===== src/common/cache_geom_pkg.sv =====
package cache_geom_pkg;

	// ============================================================
	// address geometry
	// ============================================================

	// a byte address splits into tag, set index and byte offset, from high to low
	localparam int adr_w = 16;
	localparam int ofs_w = 2;
	localparam int idx_w = 4;
	localparam int num_sets = 1 << idx_w;
	localparam int tag_w = adr_w - idx_w - ofs_w;
	localparam int num_ways = 4;
	localparam int line_bytes = 1 << ofs_w;

	typedef logic [adr_w-1:0] adr_t;
	typedef logic [idx_w-1:0] idx_t;
	typedef logic [tag_w-1:0] tag_t;
	typedef logic [$clog2(num_ways)-1:0] way_t;
	typedef logic [line_bytes-1:0] sel_t;
	typedef logic [8*line_bytes-1:0] data_t;

	// set index field of a byte address
	function automatic idx_t adr_idx(adr_t adr);
		return adr[ofs_w +: idx_w];
	endfunction

	// tag field, everything above the index
	function automatic tag_t adr_tag(adr_t adr);
		return adr[ofs_w+idx_w +: tag_w];
	endfunction

endpackage

===== src/common/cache_line_pkg.sv =====
package cache_line_pkg;

	// ============================================================
	// line and set layout
	// ============================================================

	// one cached line, tag in the upper bits and the data word below
	typedef struct packed {
		cache_geom_pkg::tag_t tag;
		cache_geom_pkg::data_t data;
	} line_t;

	// all ways of one set in a single memory word
	// index 0 is way 0, the most recently filled line
	typedef line_t [0:cache_geom_pkg::num_ways-1] set_t;

	// one bit per way, bit 0 belongs to way 0
	// used for the valid vectors and for the hit vectors
	typedef logic [cache_geom_pkg::num_ways-1:0] way_vec_t;

endpackage


===== src/rtl/lru_line_cache.sv =====
module lru_line_cache (
	input logic wclk,
	input logic rst,
	input logic rd_stb,
	input cache_geom_pkg::adr_t rd_adr,
	input logic wr_stb,
	input cache_geom_pkg::adr_t wr_adr,
	input cache_geom_pkg::sel_t wr_sel,
	input cache_geom_pkg::data_t wr_dat,
	input logic ld_stb,
	input cache_geom_pkg::adr_t ld_adr,
	input cache_geom_pkg::data_t ld_dat,
	output logic rd_done,
	output logic rd_hit,
	output cache_geom_pkg::data_t rd_dat,
	output logic wr_ack
);

	import cache_geom_pkg::*;
	import cache_line_pkg::*;

	tag_t rd_tag_r;
	set_t rd_set;
	set_t up_set;
	way_vec_t rd_valid;
	way_vec_t up_valid;
	logic rd_match;
	data_t rd_match_dat;
	idx_t up_idx;
	tag_t up_tag;
	logic up_hit;
	way_t up_way;
	logic ram_wr_en;
	idx_t ram_wr_idx;
	set_t ram_wr_set;
	logic fill_en;
	logic mark_en;
	way_t mark_way;

	// ============================================================
	// read lookup pipeline
	// ============================================================

	// strobe and tag are delayed one cycle to meet the memory output
	always_ff @(posedge wclk) begin
		if (rst) begin
			rd_done <= 1'b0;
		end else begin
			rd_done <= rd_stb;
		end
	end

	always_ff @(posedge wclk) begin
		rd_tag_r <= adr_tag(rd_adr);
	end

	// hit and data only mean something in the rd_done cycle
	assign rd_hit = rd_done & rd_match;
	assign rd_dat = rd_done ? rd_match_dat : '0;

	line_ram u_line_ram (
		.wclk(wclk),
		.rd_idx(adr_idx(rd_adr)),
		.up_idx(up_idx),
		.wr_en(ram_wr_en),
		.wr_idx(ram_wr_idx),
		.wr_set(ram_wr_set),
		.rd_set(rd_set),
		.up_set(up_set)
	);

	// fill and mark both act on the set that the updater is writing
	valid_table u_valid_table (
		.wclk(wclk),
		.rst(rst),
		.rd_idx(adr_idx(rd_adr)),
		.up_idx(up_idx),
		.fill_en(fill_en),
		.fill_idx(ram_wr_idx),
		.mark_en(mark_en),
		.mark_idx(ram_wr_idx),
		.mark_way(mark_way),
		.rd_valid(rd_valid),
		.up_valid(up_valid)
	);

	way_match way_match_rd (
		.set_in(rd_set),
		.valid(rd_valid),
		.tag(rd_tag_r),
		.hit_vec(),
		.hit(rd_match),
		.hit_way(),
		.hit_dat(rd_match_dat)
	);

	// the update side needs only the hit and the way number
	way_match way_match_up (
		.set_in(up_set),
		.valid(up_valid),
		.tag(up_tag),
		.hit_vec(),
		.hit(up_hit),
		.hit_way(up_way),
		.hit_dat()
	);

	line_update u_line_update (
		.wclk(wclk),
		.rst(rst),
		.wr_stb(wr_stb),
		.wr_adr(wr_adr),
		.wr_sel(wr_sel),
		.wr_dat(wr_dat),
		.ld_stb(ld_stb),
		.ld_adr(ld_adr),
		.ld_dat(ld_dat),
		.up_set(up_set),
		.up_hit(up_hit),
		.up_way(up_way),
		.up_idx(up_idx),
		.up_tag(up_tag),
		.ram_wr_en(ram_wr_en),
		.ram_wr_idx(ram_wr_idx),
		.ram_wr_set(ram_wr_set),
		.fill_en(fill_en),
		.mark_en(mark_en),
		.mark_way(mark_way),
		.wr_ack(wr_ack)
	);

endmodule


===== src/cache/line_update.sv =====
module line_update (
	input logic wclk,
	input logic rst,
	input logic wr_stb,
	input cache_geom_pkg::adr_t wr_adr,
	input cache_geom_pkg::sel_t wr_sel,
	input cache_geom_pkg::data_t wr_dat,
	input logic ld_stb,
	input cache_geom_pkg::adr_t ld_adr,
	input cache_geom_pkg::data_t ld_dat,
	input cache_line_pkg::set_t up_set,
	input logic up_hit,
	input cache_geom_pkg::way_t up_way,
	output cache_geom_pkg::idx_t up_idx,
	output cache_geom_pkg::tag_t up_tag,
	output logic ram_wr_en,
	output cache_geom_pkg::idx_t ram_wr_idx,
	output cache_line_pkg::set_t ram_wr_set,
	output logic fill_en,
	output logic mark_en,
	output cache_geom_pkg::way_t mark_way,
	output logic wr_ack
);

	import cache_geom_pkg::*;
	import cache_line_pkg::*;

	typedef enum logic [1:0] {
		w_idle,
		w_cmp,
		w_hold
	} wr_state_t;

	wr_state_t wr_state;
	logic ld_p1;
	logic ld_p2;
	adr_t p1_adr;
	data_t p1_dat;
	adr_t p2_adr;
	data_t p2_dat;
	logic fill_busy;
	logic fwd_en;
	idx_t fwd_idx;
	set_t fwd_set;
	set_t base_set;

	// ============================================================
	// fill pipeline
	// ============================================================

	// stage 1 reads the set through port b, stage 2 writes the shifted set
	// payload moves down with the strobe so back to back fills keep their data
	always_ff @(posedge wclk) begin
		if (rst) begin
			ld_p1 <= 1'b0;
			ld_p2 <= 1'b0;
		end else begin
			ld_p1 <= ld_stb;
			ld_p2 <= ld_p1;
		end
	end

	always_ff @(posedge wclk) begin
		p1_adr <= ld_adr;
		p1_dat <= ld_dat;
		p2_adr <= p1_adr;
		p2_dat <= p1_dat;
	end

	// a write must not read the set until the fill has landed in memory,
	// so the stage-2 cycle still counts as busy
	assign fill_busy = ld_stb | ld_p1 | ld_p2;

	// ============================================================
	// write sequencer
	// ============================================================

	// idle also acts as the lookup cycle, port b is addressed by wr_adr there
	// cmp sees the set and the hit result and writes the merge on its edge
	// hold waits for the host to drop wr_stb after the acknowledge
	always_ff @(posedge wclk) begin
		if (rst) begin
			wr_state <= w_idle;
			wr_ack <= 1'b0;
		end else begin
			wr_ack <= 1'b0;
			case (wr_state)
				w_idle: begin
					if (wr_stb && !fill_busy) begin
						wr_state <= w_cmp;
					end
				end
				w_cmp: begin
					// hit or miss, the write completes here
					wr_ack <= 1'b1;
					wr_state <= w_hold;
				end
				default: begin
					if (!wr_stb) begin
						wr_state <= w_idle;
					end
				end
			endcase
		end
	end

	// fill stage 1 owns port b, otherwise it follows the write address
	assign up_idx = ld_p1 ? adr_idx(p1_adr) : adr_idx(wr_adr);
	assign up_tag = adr_tag(wr_adr);

	// ============================================================
	// set builder
	// ============================================================

	// a port b read on the same edge as a memory write returns the old word
	// so the last written set is kept and used in its place when it matches
	always_ff @(posedge wclk) begin
		if (rst) begin
			fwd_en <= 1'b0;
		end else begin
			fwd_en <= ram_wr_en;
		end
	end

	always_ff @(posedge wclk) begin
		fwd_idx <= ram_wr_idx;
		fwd_set <= ram_wr_set;
	end

	always_comb begin
		if (fwd_en && (fwd_idx == ram_wr_idx)) begin
			base_set = fwd_set;
		end else begin
			base_set = up_set;
		end
	end

	always_comb begin
		ram_wr_en = 1'b0;
		fill_en = 1'b0;
		mark_en = 1'b0;
		mark_way = up_way;
		ram_wr_set = base_set;
		ram_wr_idx = ld_p2 ? adr_idx(p2_adr) : adr_idx(wr_adr);
		if (ld_p2) begin
			// ways shift down by one and way 3 is evicted
			for (int w = num_ways - 1; w > 0; w--) begin
				ram_wr_set[w] = base_set[w-1];
			end
			ram_wr_set[0].tag = adr_tag(p2_adr);
			ram_wr_set[0].data = p2_dat;
			ram_wr_en = 1'b1;
			fill_en = 1'b1;
		end else if ((wr_state == w_cmp) && up_hit) begin
			// only the enabled bytes of the hit way change, the tag stays
			for (int b = 0; b < line_bytes; b++) begin
				if (wr_sel[b]) begin
					ram_wr_set[up_way].data[8*b +: 8] = wr_dat[8*b +: 8];
				end
			end
			ram_wr_en = 1'b1;
			mark_en = 1'b1;
		end
	end

endmodule


===== src/cache/way_match.sv =====
module way_match (
	input cache_line_pkg::set_t set_in,
	input cache_line_pkg::way_vec_t valid,
	input cache_geom_pkg::tag_t tag,
	output cache_line_pkg::way_vec_t hit_vec,
	output logic hit,
	output cache_geom_pkg::way_t hit_way,
	output cache_geom_pkg::data_t hit_dat
);

	import cache_geom_pkg::*;
	import cache_line_pkg::*;

	// a way hits when its valid bit is set and its stored tag matches
	always_comb begin
		for (int w = 0; w < num_ways; w++) begin
			hit_vec[w] = valid[w] && (set_in[w].tag == tag);
		end
	end

	assign hit = |hit_vec;

	// lowest matching way wins
	// the fill path never stores two copies of one tag in a set,
	// but a host may fill the same line twice, so pick one deterministically
	always_comb begin
		hit_way = '0;
		for (int w = num_ways - 1; w >= 0; w--) begin
			if (hit_vec[w]) begin
				hit_way = way_t'(w);
			end
		end
	end

	// data of the hit way, zero on a miss so stale lines never leak out
	always_comb begin
		if (hit) begin
			hit_dat = set_in[hit_way].data;
		end else begin
			hit_dat = '0;
		end
	end

endmodule


===== src/cache/valid_table.sv =====
module valid_table (
	input logic wclk,
	input logic rst,
	input cache_geom_pkg::idx_t rd_idx,
	input cache_geom_pkg::idx_t up_idx,
	input logic fill_en,
	input cache_geom_pkg::idx_t fill_idx,
	input logic mark_en,
	input cache_geom_pkg::idx_t mark_idx,
	input cache_geom_pkg::way_t mark_way,
	output cache_line_pkg::way_vec_t rd_valid,
	output cache_line_pkg::way_vec_t up_valid
);

	import cache_geom_pkg::*;
	import cache_line_pkg::*;

	// ============================================================
	// valid vector storage
	// ============================================================

	// kept in flops rather than in the line memory
	// so that the whole table can be cleared in a single reset cycle
	way_vec_t vld [num_sets];

	always_ff @(posedge wclk) begin
		if (rst) begin
			for (int s = 0; s < num_sets; s++) begin
				vld[s] <= '0;
			end
		end else begin
			// a fill pushes every way down by one and the new line lands in way 0
			// whatever was valid in the last way simply drops off the end
			if (fill_en) begin
				vld[fill_idx] <= {vld[fill_idx][num_ways-2:0], 1'b1};
			end
			// a write hit sets the bit of the way it merged into
			// the way was already valid for the hit, so this only
			// keeps the table in step with the memory write
			if (mark_en) begin
				vld[mark_idx][mark_way] <= 1'b1;
			end
		end
	end

	// ============================================================
	// lookup outputs
	// ============================================================

	// both outputs are registered so they line up with the memory read ports
	// the vectors come from the table state before this edge's update
	always_ff @(posedge wclk) begin
		if (rst) begin
			rd_valid <= '0;
			up_valid <= '0;
		end else begin
			rd_valid <= vld[rd_idx];
			up_valid <= vld[up_idx];
		end
	end

endmodule


===== src/cache/line_ram.sv =====
module line_ram (
	input logic wclk,
	input cache_geom_pkg::idx_t rd_idx,
	input cache_geom_pkg::idx_t up_idx,
	input logic wr_en,
	input cache_geom_pkg::idx_t wr_idx,
	input cache_line_pkg::set_t wr_set,
	output cache_line_pkg::set_t rd_set,
	output cache_line_pkg::set_t up_set
);

	import cache_geom_pkg::*;
	import cache_line_pkg::*;

	// one word per set holding every way side by side
	// the contents start out unknown, the valid table hides them until a fill
	set_t mem [num_sets];

	// write port, driven only by the update sequencer
	always_ff @(posedge wclk) begin
		if (wr_en) begin
			mem[wr_idx] <= wr_set;
		end
	end

	// read port a serves the external read lookup
	// a read on the same edge as a write to that set returns the old word
	always_ff @(posedge wclk) begin
		rd_set <= mem[rd_idx];
	end

	// read port b serves the fill and write pipelines
	// the sequencer forwards its own last write to cover the same-edge case
	always_ff @(posedge wclk) begin
		up_set <= mem[up_idx];
	end

endmodule


===== config.mk =====
export PLATFORM = sky130hd
export DESIGN_NAME = lru_line_cache
export DESIGN_NICKNAME = d
export VERILOG_FILES = /design/src/common/cache_geom_pkg.sv /design/src/common/cache_line_pkg.sv /design/src/rtl/lru_line_cache.sv /design/src/cache/line_update.sv /design/src/cache/way_match.sv /design/src/cache/valid_table.sv /design/src/cache/line_ram.sv
export SDC_FILE = /design/constraint.sdc
export NUM_CORES = 2
export LEC_CHECK = 0
export BUFFER_PORTS_ARGS = -buffer_cell sky130_fd_sc_hd__buf_2
export CORE_UTILIZATION = 44
export DETAILED_ROUTE_END_ITERATION = 7
export GPL_ROUTABILITY_DRIVEN = 0
export MAX_ROUTING_LAYER = met4
export PLACE_DENSITY = 0.63
export SLEW_MARGIN = 30
export SYNTH_ARGS = -nofsm -noshare
export SYNTH_HDL_FRONTEND = slang
export SYNTH_SLANG_ARGS = --single-unit
export TNS_END_PERCENT = 10

===== constraint.sdc =====
create_clock -name wclk -period 9.2 [get_ports wclk]
set_input_delay 0.92 -clock wclk [delete_from_list [all_inputs] [get_ports wclk]]
set_output_delay 0.92 -clock wclk [all_outputs]
set_load 0.005 [all_outputs]

# --- After elaboration in Yosys (flattened, before gate mapping) ---
# Memory sizes are Yosys's and may differ from the RTL's. A register that Yosys moved wholly into a read port is not among the register bits.
# Index checks and enable logic that the tools add are counted.
# Widths: inputs -> output; s select.
totals:
  ff_bits: 285
  mem_count: 2
  output_inout_bits: 35
  romBits: 0
  elab_cells: 134
  latch_bits: 0
  input_bits: 121
  mem_bits_rw: 2752
classes:
  n_mul: 0
  div_mod_pow: 0
  order_cmp: 5
  muxes: 67
  bitwise_logic: 9
  eq_ne: 12
  n_addsub: 0
  n_reduce_logical: 19
  shift: 0
memory_table:
  columns: ["memory", "depth", "width", "read_ports", "rd_clocked_by_memory_dff", "write_ports", "line_no", "text"]
  rows:
  - ["u_line_ram.mem", 16, 168, 2, 2, 1, "line_ram.sv:17", "set_t mem [num_sets];"]
  - ["u_valid_table.vld", 16, 4, 3, 2, 16, "valid_table.sv:24", "way_vec_t vld [num_sets];"]
op_table:
  columns: ["cell", "count"]
  rows:
  - ["$mux 168", 13]
  - ["$bwmux 168", 4]
  - ["$demux 42 s2", 4]
  - ["$mux 32", 5]
  - ["$bmux 42 s2", 1]
  - ["$eq 10x10->1", 8]
  - ["$mux 24", 1]
  - ["$mux 4", 6]
  - ["$mux 2", 10]
  - ["$mux 1", 19]
  - ["$mux 16", 1]
  - ["$logic_and 1x1->1", 13]
  - ["$reduce_or 4->1", 3]
  - ["$mux 8", 1]
  - ["$ge 3x3->1 const B", 2]
  - ["$not 2->3", 2]
  - ["$or 1x1->1", 6]
  - ["$eq 4x4->1", 1]
  - ["$pmux 2 s2", 1]
  - ["$lt 2x3->1 const B", 1]
  - ["$lt 3x1->1 const B", 1]
  - ["$ne 3x1->1 const B", 1]
  - ["$demux 1 s2", 1]
  - ["$eq 2x1->1 const B", 1]
  - ["6 further kinds", 6]

# --- Depth between registers and ports, before layout ---
logic_depth:
  depth_word: 27
  depth_mapped: 11
  depth_no_buf: 7

# --- Modules after synthesis ---
# From an unflattened synthesis, not the netlist that was laid out.
unflattened:
  cells_unflattened: 7816
  hier_area_um2: 148232.2
by_module_without_submodules:
  columns: ["module", "seq_area_each_um2", "instances", "cells_per_inst", "area_per_inst_um2"]
  rows:
  - ["line_ram", 87443.9, 1, 5528, 128189.2]
  - ["line_update", 5405.2, 1, 1114, 11011.8]
  - ["valid_table", 1441.4, 1, 466, 4478.0]
  - ["way_match", 0.0, 2, 330, 2031.9]
  - ["lru_line_cache", 220.2, 1, 48, 489.2]

# --- Least setup slack after synthesis ---
# OpenSTA, ideal clock, no wires.
synth_timing:
  path_type: "in2reg"
  start: "input wr_adr[15]"
  end: "memory u_line_ram.mem[10][0] in the netlist's numbering, enable pin"
  cell_stages: 10
  path_buffers: 4
  t_arrival_ps: 9240
  path_slack_ps: -739
  setup_ps: 699
  required_ps: 8501
  cell_sequence: "buf_2 > xnor2_1 > and4_1 > clkbuf_1 > and3_1 > buf_2 > or4b_1 > a21oi_2 > buf_4 > nor2_1"
synth_between:
  elab_chain_cells: 8
  word_cells_on_any_way: 14
  classes_between: "eq/ne: 4; mux: 4; reduce/logical: 6"
synth_rtl:
  columns: ["item", "line_no", "text"]
  rows:
  - ["start: declaration", "lru_line_cache.sv:7", "input cache_geom_pkg::adr_t wr_adr,"]
  - ["$eq 10x10->1", "way_match.sv:17", "hit_vec[w] = valid[w] && (set_in[w].tag == tag);"]
  - ["$logic_and 1x1->1", "way_match.sv:17", null]
  - ["$reduce_or 4->1 *", "way_match.sv:21", "assign hit = |hit_vec;"]
  - ["$logic_and 1x1->1 *", "line_update.sv:154", "end else if ((wr_state == w_cmp) && up_hit) begin"]
  - ["$mux 1 *", "line_update.sv:154", null]
  - ["$mux 1 *", "line_update.sv:145", "if (ld_p2) begin"]
  - ["$mux 1 *", "line_ram.sv:21", "if (wr_en) begin"]
  - ["$mux 1 (implied by the code) *", "line_ram.sv:22", "mem[wr_idx] <= wr_set;"]
  - ["end: declaration", "line_ram.sv:17", null]
# Mark *: on every way between the ends. The rest lies on a longest branch, timed or not.

# --- Worst setup path after layout ---
layout_timing:
  start: "register rd_tag_r[7]"
  end: "output rd_dat[4]"
layout_between:
  elab_chain_cells: 12
  word_cells_on_any_way: 19
  classes_between: "eq/ne: 4; mux: 9; bitwise: 1; reduce/logical: 5"
layout_rtl:
  columns: ["item", "line_no", "text"]
  rows:
  - ["start: declaration", "lru_line_cache.sv:22", "tag_t rd_tag_r;"]
  - ["start signal: assignment", "lru_line_cache.sv:54", "rd_tag_r <= adr_tag(rd_adr);"]
  - ["$eq 10x10->1", "way_match.sv:17", null]
  - ["$logic_and 1x1->1", "way_match.sv:17", null]
  - ["$mux 2 (4 in series)", "way_match.sv:29", "if (hit_vec[w]) begin"]
  - ["$not 2->3 (implied by the code)", "way_match.sv:38", "hit_dat = set_in[hit_way].data;"]
  - ["$bmux 42 s2", "way_match.sv:38", null]
  - ["$mux 32 (implied by the code) (2 in series)", "way_match.sv:38", null]
  - ["$mux 32 *", "way_match.sv:37", "if (hit) begin"]
  - ["$mux 32 *", "lru_line_cache.sv:59", "assign rd_dat = rd_done ? rd_match_dat : '0;"]
  - ["end: declaration", "lru_line_cache.sv:15", "output cache_geom_pkg::data_t rd_dat,"]
# Mark *: on every way between the ends. The rest lies on a longest branch, timed or not. The select of a mux whose other input is x is not followed.

==> results by group <==
Cells and area
  – Nets: roughly 7800
  – Commonest non-fill, non-tap cell in the layout: edfxtp_1
  – Commonest non-fill, non-tap cells in the layout: 2736 x edfxtp_1, 1549 x mux4_2, 640 x dfxtp_1
  – Final Non-Filler Cells: around 12000
  – Final instance area: about 0.16 sq mm
  – Layout cells sized above 1: roughly a third
  – Synth-to-Final Area Change: 13.05%
  – # fillers: roughly 26000
  – Final Core Density: between 50% and 60%

Timing
  – Worst slew margin: 21.40%
  – Final setup vio count: 0
  – Worst clock skew: 0.06288 ns
  – Tmin final: between 6 and 7 ns
  – RSZ-0062 raised after global routing: false
  – Hold_ws: about 0.08 ns
  – Fin. Hold Viols: 0
  – Slew @ Worst Pin: 1.179 ns
  – Setup WS post-layout: approximately 2.9 ns
  – Sum of negative setup slack: 0 ns
  – Slew Limit Fails: 0
  – Crit share post-route: approximately 69%
  – Fmax: ~160 MHz

Placed design
  – Placed cell count: 11640
  – Placement Cell Area: around 0.15 sq mm
  – I/O Buffers: 149
  – Estimated wirelength of the detail-placed design: approximately 230000 um
  – Post-Place Worst Slack: roughly 3.5 ns

Clocking
  – Total clock buffers created by CTS: 350
  – CTS resizes: 0
  – Postcts setup bufs: 0
  – CTS tree: built
  – Clock transition at path regs: 0.06 ns
  – H-Tree Depth: 5
  – CTS Sinks: ~3400
  – Clk Latency, worst-skew pair: 0.95 ns
  – CTS Buffer Depth: 4
  – CTS Hold Buffers Added: 0
  – CTS Root Cell: clkbuf_16

Global routing
  – First-pass GRT wire length: between 600000 and 700000 um
  – Total Routing Usage GR: a little over a quarter
  – Initial antenna violation count: 47
  – Remaining global-route overflow: 0
  – Pin count of the biggest net entering global routing: 139
  – Vias in the first global route: 82370

Drt
  – First-pass detailed-route iteration total: 6
  – Final antenna-violating net count: 0
  – 1st-iter DRT viols: just over 10000
  – Total number of vias: around 80000
  – Total Routed Length: ~430000 um
  – Wirelength per Cell: around 35 um
  – Vias per inst: 6.562
  – Drc violations: 0

Worst setup path
  – Worst path slowest cell: o22ai_1
  – WP data required: around 8.3 ns
  – Crit Path Category: flip-flop to primary output
  – CP startpoint kind: flip-flop
  – Crit-path cells: xnor2_1 -> nand4_1 -> nor3_1 -> nor2_1 -> nand2_4 -> buf_4 -> mux2i_1 -> o22ai_1 -> buf_2
  – Kind of cell adding the most delay to the critical path: simple AND/OR/NAND/NOR gates
  – CP Capture Type: primary output
  – Crit path DAT: roughly 5.4 ns
  – Critical Path Max Stage Delay: around 0.84 ns
  – Bufs and invs on worst path: 2
  – CP max FO: 32

Floorplanning
  – Die X: 576.6 um
  – Effective utilization at floorplan: about 44%
  – I/O pin cnt: about 160
  – CORE AREA: between 0.3 and 0.4 sq mm
  – Die Span Y: approximately 580 um
  – Die Area: 0.3324 sq mm
  – Site Rows: 210

Yosys
  – Mapped Nets: 7623
  – Synth Warn #: 0
  – Seq cells post-synth: between 3000 and 4000
  – Synth Cell Area: 0.1453 sq mm
  – Synth async-reset ratio: 0%
  – Register area share after synthesis: 65.40%
  – Post-Syn Area per Cell: between 15 and 20 sq um
  – Synth unique cells: 50
  – EDFF count, synth: between 2000 and 3000
  – Ys flop type: edfxtp_1
  – Synth Instances: ~7500

Power
  – Leakage Power: approximately 53 nW
  – Maximum vdd drop: about 0.00016 V
  – Power per Cell Area: roughly 210 mW/mm^2
  – Total power: between 30 and 40 mW

Flow run
  – Max Cap Viol: 0

Hold path
  – Hold Path Class: input pin to flip-flop

Status
  – Status: finished, final reports clean
[final cells by class]
type                    instances  area [sq um]  share of cell area, %
clock buffers                 488          9884                  6.019
flip-flops and latches       3377         94990                  57.85
repair buffers                360          3189                  1.942
diodes                         82         205.2                 0.1250
well taps                    4346          5438                  3.311
inverters                      33         123.9                0.07543
clock inverters               170          1848                  1.125
multi-input cells            3529         48530                  29.55
[metal layers]
layer / global-route usage (%) / up-vias / share of wire [%]
li1: - / 31810 / -
met1: 34.59 / 44070 / 39
met2: 42.08 / 4683 / 49
met3: 3.917 / 704 / 8.3
met4: 9.938 / 0 / 4.0
met5: - / - / 0
[cells in the mapped netlist, drive strengths merged, types with 27 or more instances]
cell type  instances  area, sq um
a211oi           183         1374
dfxtp            641        12830
a21oi             27        146.4
edfxtp          2736        82160
and2             172         1076
o21bai            49        367.9
buf              210        980.9
xnor2             75        656.9
o21ai            130        650.6
mux2             109         1227
inv               33        123.9
mux4            1549        34890
mux2i            300         3007
nand2            517         1941
o22ai             50        312.8
a31oi            173         1082
clkbuf           353         1328
nor2              78        292.8
[kinds of logic after synthesis]
family	after synthesis	share of synthesized area, %
AOI/OAI and AO/OA	630	2.818
xor gates and xnor gates	83	0.5005
buffers and inverters	596	1.675
DFF	3377	65.40
muxes	1958	26.93
and+or+nand+nor	858	2.680
[worst paths after layout]
check / start / to / slack (ns) / depth (start not counted)
worst min-delay path: ld_dat[24] / u_line_update.p1_dat[24] / 0.08 / 1
worst max register to register: u_line_ram.up_set[124] / u_line_ram.mem[10][40] / 4.26 / 9
worst max-delay path: rd_tag_r[7] / rd_dat[4] / 2.87 / 9
worst min register to register: u_line_update.p1_adr[10] / u_line_update.p2_adr[10] / 0.33 / 0
[power by group]
group / switching [mW] / internal, mW
registers: 0.196 / 17.4
logic: 1.93 / 1.29
clock network: 6.10 / 8.28
total: 8.23 / 27.0
[registers in the layout, indices dropped and copies added, names as in the netlist, 2 cells and up]
signal                  flops
u_line_ram.mem           2688
u_line_ram.up_set         168
u_line_update.wr_state      2
u_line_update.p1_dat       32
u_line_ram.rd_set         168
u_valid_table.up_valid      4
u_line_update.fwd_idx       4
u_valid_table.rd_valid      4
rd_tag_r                   10
u_line_update.p2_dat       32
u_line_update.fwd_set     168
u_line_update.p1_adr       14
u_valid_table.vld          64
u_line_update.p2_adr       14
Power figures use the tool's default switching activity.
